===== src/logic/read_guard_pkg.sv =====
//////////////////////////////////////////////////
// Read guard shared sizes, register offsets
// and the outstanding-read slot entry
//////////////////////////////////////////////////

`default_nettype none

package read_guard_pkg;

  // Table and datapath sizes
  localparam int unsigned NumSlots    = 4;
  localparam int unsigned IdWidth     = 4;
  localparam int unsigned AddrWidth   = 32;
  localparam int unsigned CntWidth    = 16;
  localparam int unsigned WbDataWidth = 32;
  localparam int unsigned WbAddrWidth = 8;

  // Derived widths
  localparam int unsigned SlotIdxWidth = $clog2(NumSlots);
  localparam int unsigned OccWidth     = $clog2(NumSlots + 1);

  // Budget in cycles after reset
  localparam logic [CntWidth-1:0] BudgetReset = 16'd16;

  // Register map, byte offsets
  localparam logic [WbAddrWidth-1:0] RegBudget      = 8'h00;
  localparam logic [WbAddrWidth-1:0] RegStatus      = 8'h04;
  localparam logic [WbAddrWidth-1:0] RegIrqAddr     = 8'h08;
  localparam logic [WbAddrWidth-1:0] RegLatency     = 8'h0C;
  localparam logic [WbAddrWidth-1:0] RegOutstanding = 8'h10;

  // Status bit positions
  localparam int unsigned StatusTimeoutBit  = 0;
  localparam int unsigned StatusUnwantedBit = 1;

  // One outstanding read
  typedef struct packed {
    logic                 busy;
    logic [IdWidth-1:0]   id;
    logic [AddrWidth-1:0] addr;
    logic [CntWidth-1:0]  age;
  } slot_t;

endpackage

`default_nettype wire


===== src/logic/guard_event_if.sv =====
//////////////////////////////////////////////////
// Event and budget signals between the slot
// table and the register block
//////////////////////////////////////////////////

`timescale 1ns/1ns
`default_nettype none

interface guard_event_if;

  logic                                   retire_valid;
  logic [read_guard_pkg::CntWidth-1:0]    retire_latency;
  logic                                   timeout_valid;
  logic [read_guard_pkg::AddrWidth-1:0]   timeout_addr;
  logic                                   unwanted_valid;
  logic [read_guard_pkg::OccWidth-1:0]    occupancy;
  logic [read_guard_pkg::CntWidth-1:0]    budget;

  modport table_mp (
    output retire_valid, retire_latency, timeout_valid, timeout_addr,
    output unwanted_valid, occupancy,
    input  budget
  );

  modport regs_mp (
    input  retire_valid, retire_latency, timeout_valid, timeout_addr,
    input  unwanted_valid, occupancy,
    output budget
  );

endinterface

`default_nettype wire


===== src/logic/txn_slot_table.sv =====
//////////////////////////////////////////////////
// Outstanding-read table: slot allocation, aging,
// ID match on responses and timeout detection
//////////////////////////////////////////////////

`timescale 1ns/1ns
`default_nettype none

module txn_slot_table (
  input  logic                                 clk_i,
  input  logic                                 rst_ni,
  input  logic                                 ar_valid_i,
  input  logic                                 ar_ready_i,
  input  logic [read_guard_pkg::IdWidth-1:0]   ar_id_i,
  input  logic [read_guard_pkg::AddrWidth-1:0] ar_addr_i,
  input  logic                                 r_valid_i,
  input  logic                                 r_ready_i,
  input  logic [read_guard_pkg::IdWidth-1:0]   r_id_i,
  output logic                                 full_o,
  guard_event_if.table_mp                      evt
);

  read_guard_pkg::slot_t [read_guard_pkg::NumSlots-1:0] slot_d, slot_q;

  logic [read_guard_pkg::NumSlots-1:0]     busy;
  logic [read_guard_pkg::NumSlots-1:0]     id_match;
  logic [read_guard_pkg::NumSlots-1:0]     expired;
  logic                                    accept;
  logic                                    rsp_seen;
  logic                                    match_found;
  logic                                    retire;
  logic [read_guard_pkg::SlotIdxWidth-1:0] free_idx;
  logic [read_guard_pkg::SlotIdxWidth-1:0] oldest_idx;
  logic [read_guard_pkg::CntWidth-1:0]     oldest_age;
  logic                                    timeout_hit;
  logic [read_guard_pkg::AddrWidth-1:0]    timeout_addr_d;
  logic                                    timeout_valid_q;
  logic                                    unwanted_valid_q;
  logic [read_guard_pkg::AddrWidth-1:0]    timeout_addr_q;
  logic [read_guard_pkg::OccWidth-1:0]     occupancy;

  assign full_o   = &busy;
  assign accept   = ar_valid_i && ar_ready_i && !full_o;
  assign rsp_seen = r_valid_i && r_ready_i;
  assign retire   = rsp_seen && match_found;

  // Per-slot status flags
  for (genvar i = 0; i < read_guard_pkg::NumSlots; i++) begin : gen_flags
    assign busy[i]     = slot_q[i].busy;
    assign id_match[i] = slot_q[i].busy && (slot_q[i].id == r_id_i);
    // Expires when the edge about to come is the budget-th one
    assign expired[i]  = slot_q[i].busy &&
        (({1'b0, slot_q[i].age} + 1'b1) >= {1'b0, evt.budget});
  end

  // Lowest free slot takes the next read
  always_comb begin
    free_idx = '0;
    for (int i = read_guard_pkg::NumSlots - 1; i >= 0; i--) begin
      if (!busy[i]) begin
        free_idx = read_guard_pkg::SlotIdxWidth'(i);
      end
    end
  end

  // Oldest busy slot with the response ID, ages are unique among busy slots
  always_comb begin
    match_found = 1'b0;
    oldest_idx  = '0;
    oldest_age  = '0;
    for (int i = 0; i < read_guard_pkg::NumSlots; i++) begin
      if (id_match[i] && (!match_found || (slot_q[i].age > oldest_age))) begin
        match_found = 1'b1;
        oldest_idx  = read_guard_pkg::SlotIdxWidth'(i);
        oldest_age  = slot_q[i].age;
      end
    end
  end

  always_comb begin
    slot_d         = slot_q;
    timeout_hit    = 1'b0;
    timeout_addr_d = '0;
    // Descending walk so the lowest expiring slot supplies the address
    for (int i = read_guard_pkg::NumSlots - 1; i >= 0; i--) begin
      if (slot_q[i].busy) begin
        slot_d[i].age = slot_q[i].age + 1'b1;
      end
      if (retire && (oldest_idx == read_guard_pkg::SlotIdxWidth'(i))) begin
        // Response wins over a timeout on the same edge
        slot_d[i].busy = 1'b0;
      end else if (expired[i]) begin
        slot_d[i].busy = 1'b0;
        timeout_hit    = 1'b1;
        timeout_addr_d = slot_q[i].addr;
      end
    end
    // Only slots free in the current cycle are candidates
    if (accept) begin
      slot_d[free_idx].busy = 1'b1;
      slot_d[free_idx].id   = ar_id_i;
      slot_d[free_idx].addr = ar_addr_i;
      slot_d[free_idx].age  = '0;
    end
  end

  always_comb begin
    occupancy = '0;
    for (int i = 0; i < read_guard_pkg::NumSlots; i++) begin
      occupancy = occupancy + read_guard_pkg::OccWidth'(busy[i]);
    end
  end

  always_ff @(posedge clk_i or negedge rst_ni) begin
    if (!rst_ni) begin
      slot_q           <= '0;
      timeout_valid_q  <= 1'b0;
      unwanted_valid_q <= 1'b0;
    end else begin
      slot_q           <= slot_d;
      timeout_valid_q  <= timeout_hit;
      unwanted_valid_q <= rsp_seen && !match_found;
    end
  end

  // Address of the expired read, qualified by timeout_valid_q
  always_ff @(posedge clk_i) begin
    if (timeout_hit) begin
      timeout_addr_q <= timeout_addr_d;
    end
  end

  // Latency counts the response edge itself
  assign evt.retire_valid   = retire;
  assign evt.retire_latency = oldest_age + 1'b1;
  assign evt.timeout_valid  = timeout_valid_q;
  assign evt.timeout_addr   = timeout_addr_q;
  assign evt.unwanted_valid = unwanted_valid_q;
  assign evt.occupancy      = occupancy;

endmodule

`default_nettype wire


===== src/logic/guard_regs.sv =====
//////////////////////////////////////////////////
// Wishbone classic register block: budget, status,
// captured address, latency and latched alarm
//////////////////////////////////////////////////

`timescale 1ns/1ns
`default_nettype none

module guard_regs (
  input  logic                                   clk_i,
  input  logic                                   rst_ni,
  input  logic                                   wb_cyc_i,
  input  logic                                   wb_stb_i,
  input  logic                                   wb_we_i,
  input  logic [read_guard_pkg::WbAddrWidth-1:0] wb_adr_i,
  input  logic [read_guard_pkg::WbDataWidth-1:0] wb_dat_i,
  output logic [read_guard_pkg::WbDataWidth-1:0] wb_dat_o,
  output logic                                   wb_ack_o,
  output logic                                   irq_o,
  output logic                                   reset_req_o,
  guard_event_if.regs_mp                         evt
);

  logic                                 ack_q;
  logic                                 wb_req;
  logic                                 wb_wr;
  logic                                 status_clr;
  logic [read_guard_pkg::CntWidth-1:0]  budget_q;
  logic [read_guard_pkg::CntWidth-1:0]  latency_q;
  logic [1:0]                           status_q;
  logic [read_guard_pkg::AddrWidth-1:0] irq_addr_q;
  logic                                 alarm_q;

  // New access only while no ack is pending, so each access is two cycles
  assign wb_req     = wb_cyc_i && wb_stb_i && !ack_q;
  assign wb_wr      = wb_req && wb_we_i;
  assign status_clr = wb_wr && (wb_adr_i == read_guard_pkg::RegStatus);

  always_ff @(posedge clk_i or negedge rst_ni) begin
    if (!rst_ni) begin
      ack_q      <= 1'b0;
      budget_q   <= read_guard_pkg::BudgetReset;
      latency_q  <= '0;
      status_q   <= '0;
      irq_addr_q <= '0;
      alarm_q    <= 1'b0;
    end else begin
      ack_q <= wb_req;
      if (wb_wr && (wb_adr_i == read_guard_pkg::RegBudget)) begin
        budget_q <= wb_dat_i[read_guard_pkg::CntWidth-1:0];
      end
      if (evt.retire_valid) begin
        latency_q <= evt.retire_latency;
      end
      if (evt.timeout_valid) begin
        irq_addr_q <= evt.timeout_addr;
      end
      // Clear first, a new event on the same edge still sets
      if (status_clr) begin
        status_q <= '0;
        alarm_q  <= 1'b0;
      end
      if (evt.timeout_valid) begin
        status_q[read_guard_pkg::StatusTimeoutBit] <= 1'b1;
      end
      if (evt.unwanted_valid) begin
        status_q[read_guard_pkg::StatusUnwantedBit] <= 1'b1;
      end
      if (evt.timeout_valid || evt.unwanted_valid) begin
        alarm_q <= 1'b1;
      end
    end
  end

  // Read data, address held stable until the ack
  always_comb begin
    case (wb_adr_i)
      read_guard_pkg::RegBudget:      wb_dat_o = read_guard_pkg::WbDataWidth'(budget_q);
      read_guard_pkg::RegStatus:      wb_dat_o = read_guard_pkg::WbDataWidth'(status_q);
      read_guard_pkg::RegIrqAddr:     wb_dat_o = read_guard_pkg::WbDataWidth'(irq_addr_q);
      read_guard_pkg::RegLatency:     wb_dat_o = read_guard_pkg::WbDataWidth'(latency_q);
      read_guard_pkg::RegOutstanding: wb_dat_o = read_guard_pkg::WbDataWidth'(evt.occupancy);
      default:                        wb_dat_o = '0;
    endcase
  end

  assign wb_ack_o    = ack_q;
  assign evt.budget  = budget_q;
  // Interrupt and reset request share one latch
  assign irq_o       = alarm_q;
  assign reset_req_o = alarm_q;

endmodule

`default_nettype wire


===== src/logic/read_guard_top.sv =====
//////////////////////////////////////////////////
// Read guard top: slot table, register block
// and request ready masking
//////////////////////////////////////////////////

`timescale 1ns/1ns
`default_nettype none

module read_guard_top (
  input  logic                                   clk_i,
  input  logic                                   rst_ni,
  // Read request channel
  input  logic                                   ar_valid_i,
  input  logic [read_guard_pkg::IdWidth-1:0]     ar_id_i,
  input  logic [read_guard_pkg::AddrWidth-1:0]   ar_addr_i,
  input  logic                                   ar_ready_i,
  output logic                                   ar_ready_o,
  // Read response channel, observed only
  input  logic                                   r_valid_i,
  input  logic                                   r_ready_i,
  input  logic [read_guard_pkg::IdWidth-1:0]     r_id_i,
  // Wishbone classic slave
  input  logic                                   wb_cyc_i,
  input  logic                                   wb_stb_i,
  input  logic                                   wb_we_i,
  input  logic [read_guard_pkg::WbAddrWidth-1:0] wb_adr_i,
  input  logic [read_guard_pkg::WbDataWidth-1:0] wb_dat_i,
  output logic [read_guard_pkg::WbDataWidth-1:0] wb_dat_o,
  output logic                                   wb_ack_o,
  // Latched alarm outputs
  output logic                                   irq_o,
  output logic                                   reset_req_o
);

  guard_event_if evt ();

  logic table_full;

  // Back-pressure toward the master while every slot is busy
  assign ar_ready_o = ar_ready_i && !table_full;

  txn_slot_table i_table (
    .clk_i      ( clk_i       ),
    .rst_ni     ( rst_ni      ),
    .ar_valid_i ( ar_valid_i  ),
    .ar_ready_i ( ar_ready_i  ),
    .ar_id_i    ( ar_id_i     ),
    .ar_addr_i  ( ar_addr_i   ),
    .r_valid_i  ( r_valid_i   ),
    .r_ready_i  ( r_ready_i   ),
    .r_id_i     ( r_id_i      ),
    .full_o     ( table_full  ),
    .evt        ( evt.table_mp )
  );

  guard_regs i_regs (
    .clk_i       ( clk_i       ),
    .rst_ni      ( rst_ni      ),
    .wb_cyc_i    ( wb_cyc_i    ),
    .wb_stb_i    ( wb_stb_i    ),
    .wb_we_i     ( wb_we_i     ),
    .wb_adr_i    ( wb_adr_i    ),
    .wb_dat_i    ( wb_dat_i    ),
    .wb_dat_o    ( wb_dat_o    ),
    .wb_ack_o    ( wb_ack_o    ),
    .irq_o       ( irq_o       ),
    .reset_req_o ( reset_req_o ),
    .evt         ( evt.regs_mp )
  );

endmodule

`default_nettype wire


===== config.mk =====
export PLATFORM = sky130hd
export DESIGN_NAME = read_guard_top
export DESIGN_NICKNAME = d
export VERILOG_FILES = /design/src/logic/read_guard_pkg.sv /design/src/logic/guard_event_if.sv /design/src/logic/txn_slot_table.sv /design/src/logic/guard_regs.sv /design/src/logic/read_guard_top.sv
export SDC_FILE = /design/constraint.sdc
export NUM_CORES = 1
export LEC_CHECK = 0
export BUFFER_PORTS_ARGS = -buffer_cell sky130_fd_sc_hd__buf_2
export CORE_MARGIN = 1
export CORE_UTILIZATION = 50
export CTS_BUF_LIST = sky130_fd_sc_hd__clkbuf_4 sky130_fd_sc_hd__clkbuf_8 sky130_fd_sc_hd__clkbuf_16
export CTS_CLUSTER_SIZE = 8
export DETAILED_ROUTE_END_ITERATION = 7
export GPL_TIMING_DRIVEN = 1
export PLACE_DENSITY = 0.67
export SETUP_SLACK_MARGIN = 0.3
export SLEW_MARGIN = 40
export SYNTH_ARGS = -nofsm -noshare
export SYNTH_HDL_FRONTEND = slang
export SYNTH_SLANG_ARGS = --single-unit

===== constraint.sdc =====
create_clock -name clk_i -period 18.91 [get_ports clk_i]
set_clock_uncertainty 0.15 [all_clocks]
set_input_delay 0 -clock clk_i [delete_from_list [all_inputs] [get_ports clk_i]]
set_output_delay 0 -clock clk_i [all_outputs]
set_load 0.01 [all_outputs]

### Yosys cells after proc, flatten, opt, wreduce, memory -nomap -nowiden

Cells that the tools add are included.

| storage, ports and cells | value |
|---|---|
| register bits | 314 |
| input bits | 89 |
| output and inout bits | 36 |
| word-level logic and storage cells | 163 |

| operators by class | value |
|---|---|
| add/subtract/negate cells | 12 |
| magnitude comparators | 9 |
| eq/ne operators | 11 |
| mux-type cells | 62 |
| reductions and logical operators | 43 |

Operators with widths:

| kind | count |
|---|---|
| $bwmux W212 | 4 |
| $demux W53 S2 | 4 |
| $mux W32 | 8 |
| $mux W212 | 1 |
| $pmux W32 S5 | 1 |
| $mux W16 | 9 |
| $add A16 B1 Y16 const B | 5 |
| $add A16 B1 Y17 const B | 4 |
| $ge A17 B16 Y1 | 4 |
| $mux W53 | 1 |
| $mux W52 | 1 |
| $gt A16 B16 Y1 | 3 |
| $mux W48 | 1 |
| $logic_and A1 B1 Y1 | 27 |
| $mux W1 | 25 |
| $eq A4 B4 Y1 | 4 |
| $eq A8 B4 Y1 const B | 2 |
| $mux W2 | 7 |
| $eq A8 B3 Y1 const B | 1 |
| $eq A8 B5 Y1 const B | 1 |
| $logic_not A8 Y1 | 1 |
| $add A3 B1 Y3 | 2 |
| $logic_not A1 Y1 | 6 |
| $reduce_bool A2 Y1 | 3 |
| 8 further kinds | 12 |

### Logic depth before layout (Yosys ltp)

| logic depth | value |
|---|---|
| word-level depth | 24 |
| mapped depth | 42 |
| gate-level depth less buffers | 33 |

### Modules after synthesis

Synthesis repeated with hierarchy kept, for this count alone.

| unflattened totals | value |
|---|---|
| cells, all modules | 1699 |
| area, all modules | 18432.7 µm² |

Modules (own cells, without submodules):

| module | instances | cells each | area an instance (µm²) | seq. area each (µm²) |
|---|---|---|---|---|
| txn_slot_table | 1 | 1465 | 15220.8 | 6316.1 |
| guard_regs | 1 | 233 | 3198.1 | 1702.9 |
| read_guard_top | 1 | 1 | 13.8 | 0.0 |

### Worst setup path before layout

No wires, ideal clock.

| timing | value |
|---|---|
| path kind | register -> register |
| start | reg (tool-made name) |
| end | reg i_table.timeout_addr_q (netlist bit i_table.evt.timeout_addr[0]), enable pin |
| setup time | 0.661 ns |
| data arrival time | 7.990 ns |
| required time | 18.099 ns |
| path slack | 10.109 ns |
| cell stages (with the launch flop) | 34 |
| buffers on the path | 6 |
| clock period less this slack | 8.801 ns |
| path through | dfrtp_1 > xor2_1 > nor4_4 > buf_2 > buf_1 > nand2_1 > ha_1 > nand4_2 > or3_1 > a21o_1 > and4_4 > o21ai_4 > buf_4 > a32oi_1 > ha_1 > and4_1 > nand2_1 > a211o_1 > nand4_1 > a21o_1 > clkbuf_1 > clkbuf_1 > nor2_1 > a21oi_1 > ha_1 > and3_1 > o21ai_0 > a31oi_1 > o311ai_0 > and2_1 > a41o_1 > or2_1 > clkbuf_1 > o2111ai_1 |

RTL lines:

| item | RTL line | text |
|---|---|---|
| to (signal assigned) | txn_slot_table.sv:129 | `timeout_addr_q <= timeout_addr_d;` |
| to (decl) | txn_slot_table.sv:39 | `logic [read_guard_pkg::AddrWidth-1:0] timeout_addr_q;` |

### Final worst setup path

| timing | value |
|---|---|
| start | reg i_table.slot_q (netlist bit i_table.busy[0]) |
| end | reg i_regs.latency_q[15] (netlist bit) |

| between the ends | value |
|---|---|
| cells in the longest elaborated chain, start to end | 15 |
| elaborated cells on any way between the ends | 23 |
| those cells by class | 1 x add/sub; 3 x order compare; 8 x mux; 11 x reduce/logical |

Ends and longest elaborated chain:

| item | RTL line | text |
|---|---|---|
| from (decl) | txn_slot_table.sv:23 | `read_guard_pkg::slot_t [read_guard_pkg::NumSlots-1:0] slot_d, slot_q;` |
| from (signal assigned) | txn_slot_table.sv:120 | `slot_q <= slot_d;` |
| $logic_and A1 B1 Y1 (*) | txn_slot_table.sv:50 | `assign id_match[i] = slot_q[i].busy && (slot_q[i].id == r_id_i);` |
| $mux W16 or $mux W1 (tied branches) | txn_slot_table.sv:72 | `if (id_match[i] && (!match_found \|\| (slot_q[i].age > oldest_age))) begin` |
| $gt A16 B16 Y1 or $logic_not A1 Y1 (tied branches) | txn_slot_table.sv:72 |  |
| $logic_or A1 B1 Y1 | txn_slot_table.sv:72 |  |
| $logic_and A1 B1 Y1 | txn_slot_table.sv:72 |  |
| $mux W16 or $mux W1 (tied branches) | txn_slot_table.sv:72 |  |
| $gt A16 B16 Y1 or $logic_not A1 Y1 (tied branches) | txn_slot_table.sv:72 |  |
| $logic_or A1 B1 Y1 | txn_slot_table.sv:72 |  |
| $logic_and A1 B1 Y1 | txn_slot_table.sv:72 |  |
| $mux W16 or $mux W1 (tied branches) | txn_slot_table.sv:72 |  |
| $gt A16 B16 Y1 or $logic_not A1 Y1 (tied branches) | txn_slot_table.sv:72 |  |
| $logic_or A1 B1 Y1 | txn_slot_table.sv:72 |  |
| $logic_and A1 B1 Y1 | txn_slot_table.sv:72 |  |
| $mux W16 or $mux W1 (tied branches) | txn_slot_table.sv:72 |  |
| $add A16 B1 Y16 or $logic_and A1 B1 Y1 (tied branches) | txn_slot_table.sv:135, txn_slot_table.sv:45 |  |
| to (signal assigned) | guard_regs.sv:53 | `latency_q <= evt.retire_latency;` |
| to (decl) | guard_regs.sv:29 | `logic [read_guard_pkg::CntWidth-1:0] latency_q;` |

Mark *: on every way between the ends. The rest lies on a longest branch, timed or not.
A chain may end at the register's enable or synchronous reset.

==> flow_metrics.tcl <==
set metrics [dict create \
    reg2reg_slack_ps 9270 \
    rows 69 \
    p_int_mw 1.88 \
    final_common_cell "dfrtp_1" \
    ys_ff_latch 314 \
    portBuffers 108 \
    power_switching_mw 1.02 \
    cts_tree "built" \
    clock_latency_ps 570 \
    cp.arrival_ps 9930 \
    final_cell_mix "dfrtp_1 (281), mux2_2 (192), nand2_1 (153)" \
    cp.required_ps 19200 \
    drtPass1Iterations 5 \
    cts_buffers 46 \
    clock_path_buffers 3 \
    cp-start-kind "register" \
    startpoint "i_table.busy[0]" \
    critPathMaxStageDelay_ps 560 \
    wl_per_cell_um 21.7 \
    rr_worst_depth 33 \
    yosysSeqAreaShare_pct 44.3 \
    drive_gt1_share_pct 23.5 \
    crit_fanout 25 \
    synth_area_um2 18100 \
    synth.top_cell.area_share_pct 38.9 \
    vias_per_cell 6.03 \
    dp.final_hpwl_um 34000 \
    cts_root_buffer "clkbuf_16" \
    dp.cells 2199 \
    rr_endpoint "i_regs.latency_q[15]" \
    routed_wl_um 50800 \
    io_pins 125 \
    grt_pass1_wl_um 79900 \
    syn_avg_cell_area_um2 10.6 \
    fp.dieW_um 192 \
    max-cap-violations 0 \
    dieArea_um2 36900 \
    clkPwrFrac_pct 27.8 \
    insertedDiodeCount 0 \
    cts.clk_slew.worst_paths_ps 50 \
    tns_ps 0 \
    multi_input_area_um2 9610 \
    status "completed" \
    tightest_slew_ps 883 \
    min_to "i_regs.evt.budget[10]" \
    hp-class "in2reg" \
    synthArstFlopShare_pct 89.8 \
    yosysTopAreaCell "dfrtp_1" \
    synth_area_leaders "dfrtp_1 (39%), mux2_2 (12%), ha_1 (8.2%), edfxtp_1 (5.3%), xor2_1 (4.2%)" \
    antenna_found_initial 1 \
    clock_sinks 314 \
    register_area_um2 8020 \
    hold_violations 0 \
    h-tree-depth 2 \
    layoutNonFillerInstCount 2341 \
    fillers 2978 \
    setup_viol 0 \
    peakVddDrop_uv 134 \
    yosys.cell_types.count 79 \
    crit_path_top_delay_cell "and2_2" \
    worst_setup_path_end_kind "register" \
    syn-num-nets 1915 \
    p_sw_share_pct 35.1 \
    chipHeight_um 192 \
    yosysWarningCount 0 \
    grt_max_degree 108 \
    p_per_area_nw_per_um2 137 \
    pwr-share-seq_pct 37.5 \
    fin_crit_ps 9640 \
    p_leak_nw 9.32 \
    nets 2059 \
    ant_nets 0 \
    synth_enable_flop_cells 32 \
    slew_headroom_pct 41.1 \
    cts_resized 0 \
    gp_congestion 0.964 \
    p_comb_share_pct 34.7 \
    cts_setup_buffers 0 \
    whs_path_depth 3 \
    synthCells 1706 \
    worstSetupPathType "reg2reg" \
    fin_crit_sh_pct 51.0 \
    grt_pass1_vias 14390 \
    first_iter_violations 943 \
    holdCritStartpoint "wb_dat_i[10]" \
    r2r_start "i_table.busy[0]" \
    num_vias 14116 \
    synth_ff_type "dfrtp_1" \
    drv_slew 0 \
    area_delta_synth_final_pct 17.1 \
    track_usage_pct 28.4 \
    grt.overflow.total 0 \
    rsz0062_at_grt "false" \
    start_util_pct 50.9 \
    cts_hold_buffers 64 \
    fmax_ghz 0.104 \
    core-area_um2 35600 \
    drc 0 \
]
==> cells by family after synthesis <==
| kind of cell | synth area share [%] |
|---|---|
| AO/OA/AOI/OAI | 11.8 |
| XOR/XNOR | 6.34 |
| adder cells (fa/ha/maj) | 8.34 |
| buffers and inverters | 2.94 |
| flip-flops | 44.3 |
| multiplexers | 13.3 |
| AND/OR/NAND/NOR | 12.9 |
==> Yosys cell counts (29+ instances only) <==
library cell and count:
nand4_1 35, nand2_1 154, o2bb2ai_1 32, xnor2_1 45, dfrtp_1 281, xor2_1 86
nor2_1 125, a21oi_1 56, o21ai_1 45, edfxtp_1 32, o21ai_0 52, clkbuf_1 70
ha_1 119, mux2_2 192, inv_1 29, nand3_1 45, a221oi_1 32
==> power by group through the flow <==
| stage | registers [mW] | logic (mW) | clock network (mW) |
|---|---|---|---|
| 4_1_cts | 1.08 | 1.00 | 0.816 |
| 6_report | 1.08 | 1.00 | 0.804 |
| 5_1_grt | 1.11 | 1.11 | 0.846 |
| 3_3_place_gp | 1.08 | 0.946 | 0 |
| 2_1_floorplan | 1.03 | 0.738 | 0 |
| 3_5_place_dp | 1.09 | 0.983 | 0 |
==> stage by stage <==
stage / hold slack, ps / area (um^2) / total power, mW / util (%) / worst slack (ps)
6_report: 55.4 / 21200 / 2.89 / 59.5 / 9270
3_3_place_gp: -64.9 / 19000 / 2.02 / 53.5 / 9120
4_1_cts: 39.6 / 21200 / 2.90 / 59.5 / 9180
2_1_floorplan: -446 / 18100 / 1.77 / - / 10110
5_1_grt: 59.4 / 21200 / 3.07 / 59.5 / 8750
3_5_place_dp: -57.9 / 19100 / 2.07 / 53.6 / 9230
==> layout make-up <==
type                    count  share of cell area [%]
clock inverters             4                   0.266
well taps                 461                    2.72
repair buffers            197                    6.75
flip-flops and latches    314                    37.9
multi-input cells        1262                    45.4
clock buffers              74                    6.52
inverters                  29                   0.514
==> metal layers <==
layer,track usage (%),routed length [um]
met4,11.2,1670
met3,5.76,3180
met5,0,0
met1,37.2,21800
met2,45.9,24200
==> worst max-delay path by stage <==
stage,slack [ps],to
2_1_floorplan,10110,i_table.evt.timeout_addr[0]
4_1_cts,9180,i_regs.latency_q[13]
3_5_place_dp,9230,i_regs.latency_q[13]
6_report,9270,i_regs.latency_q[15]
3_3_place_gp,9120,i_regs.latency_q[15]
5_1_grt,8750,i_regs.latency_q[15]
==> worst max-delay path: cells and delay by family, from the launching register on <==
family	cells	cell delay, ps
fa+ha+maj	3	1010
compound gates	12	3290
buf+inv	2	670
xor+xnor	1	170
flops	1	320
simple gates	15	3870
Power figures use the tool's default switching activity.
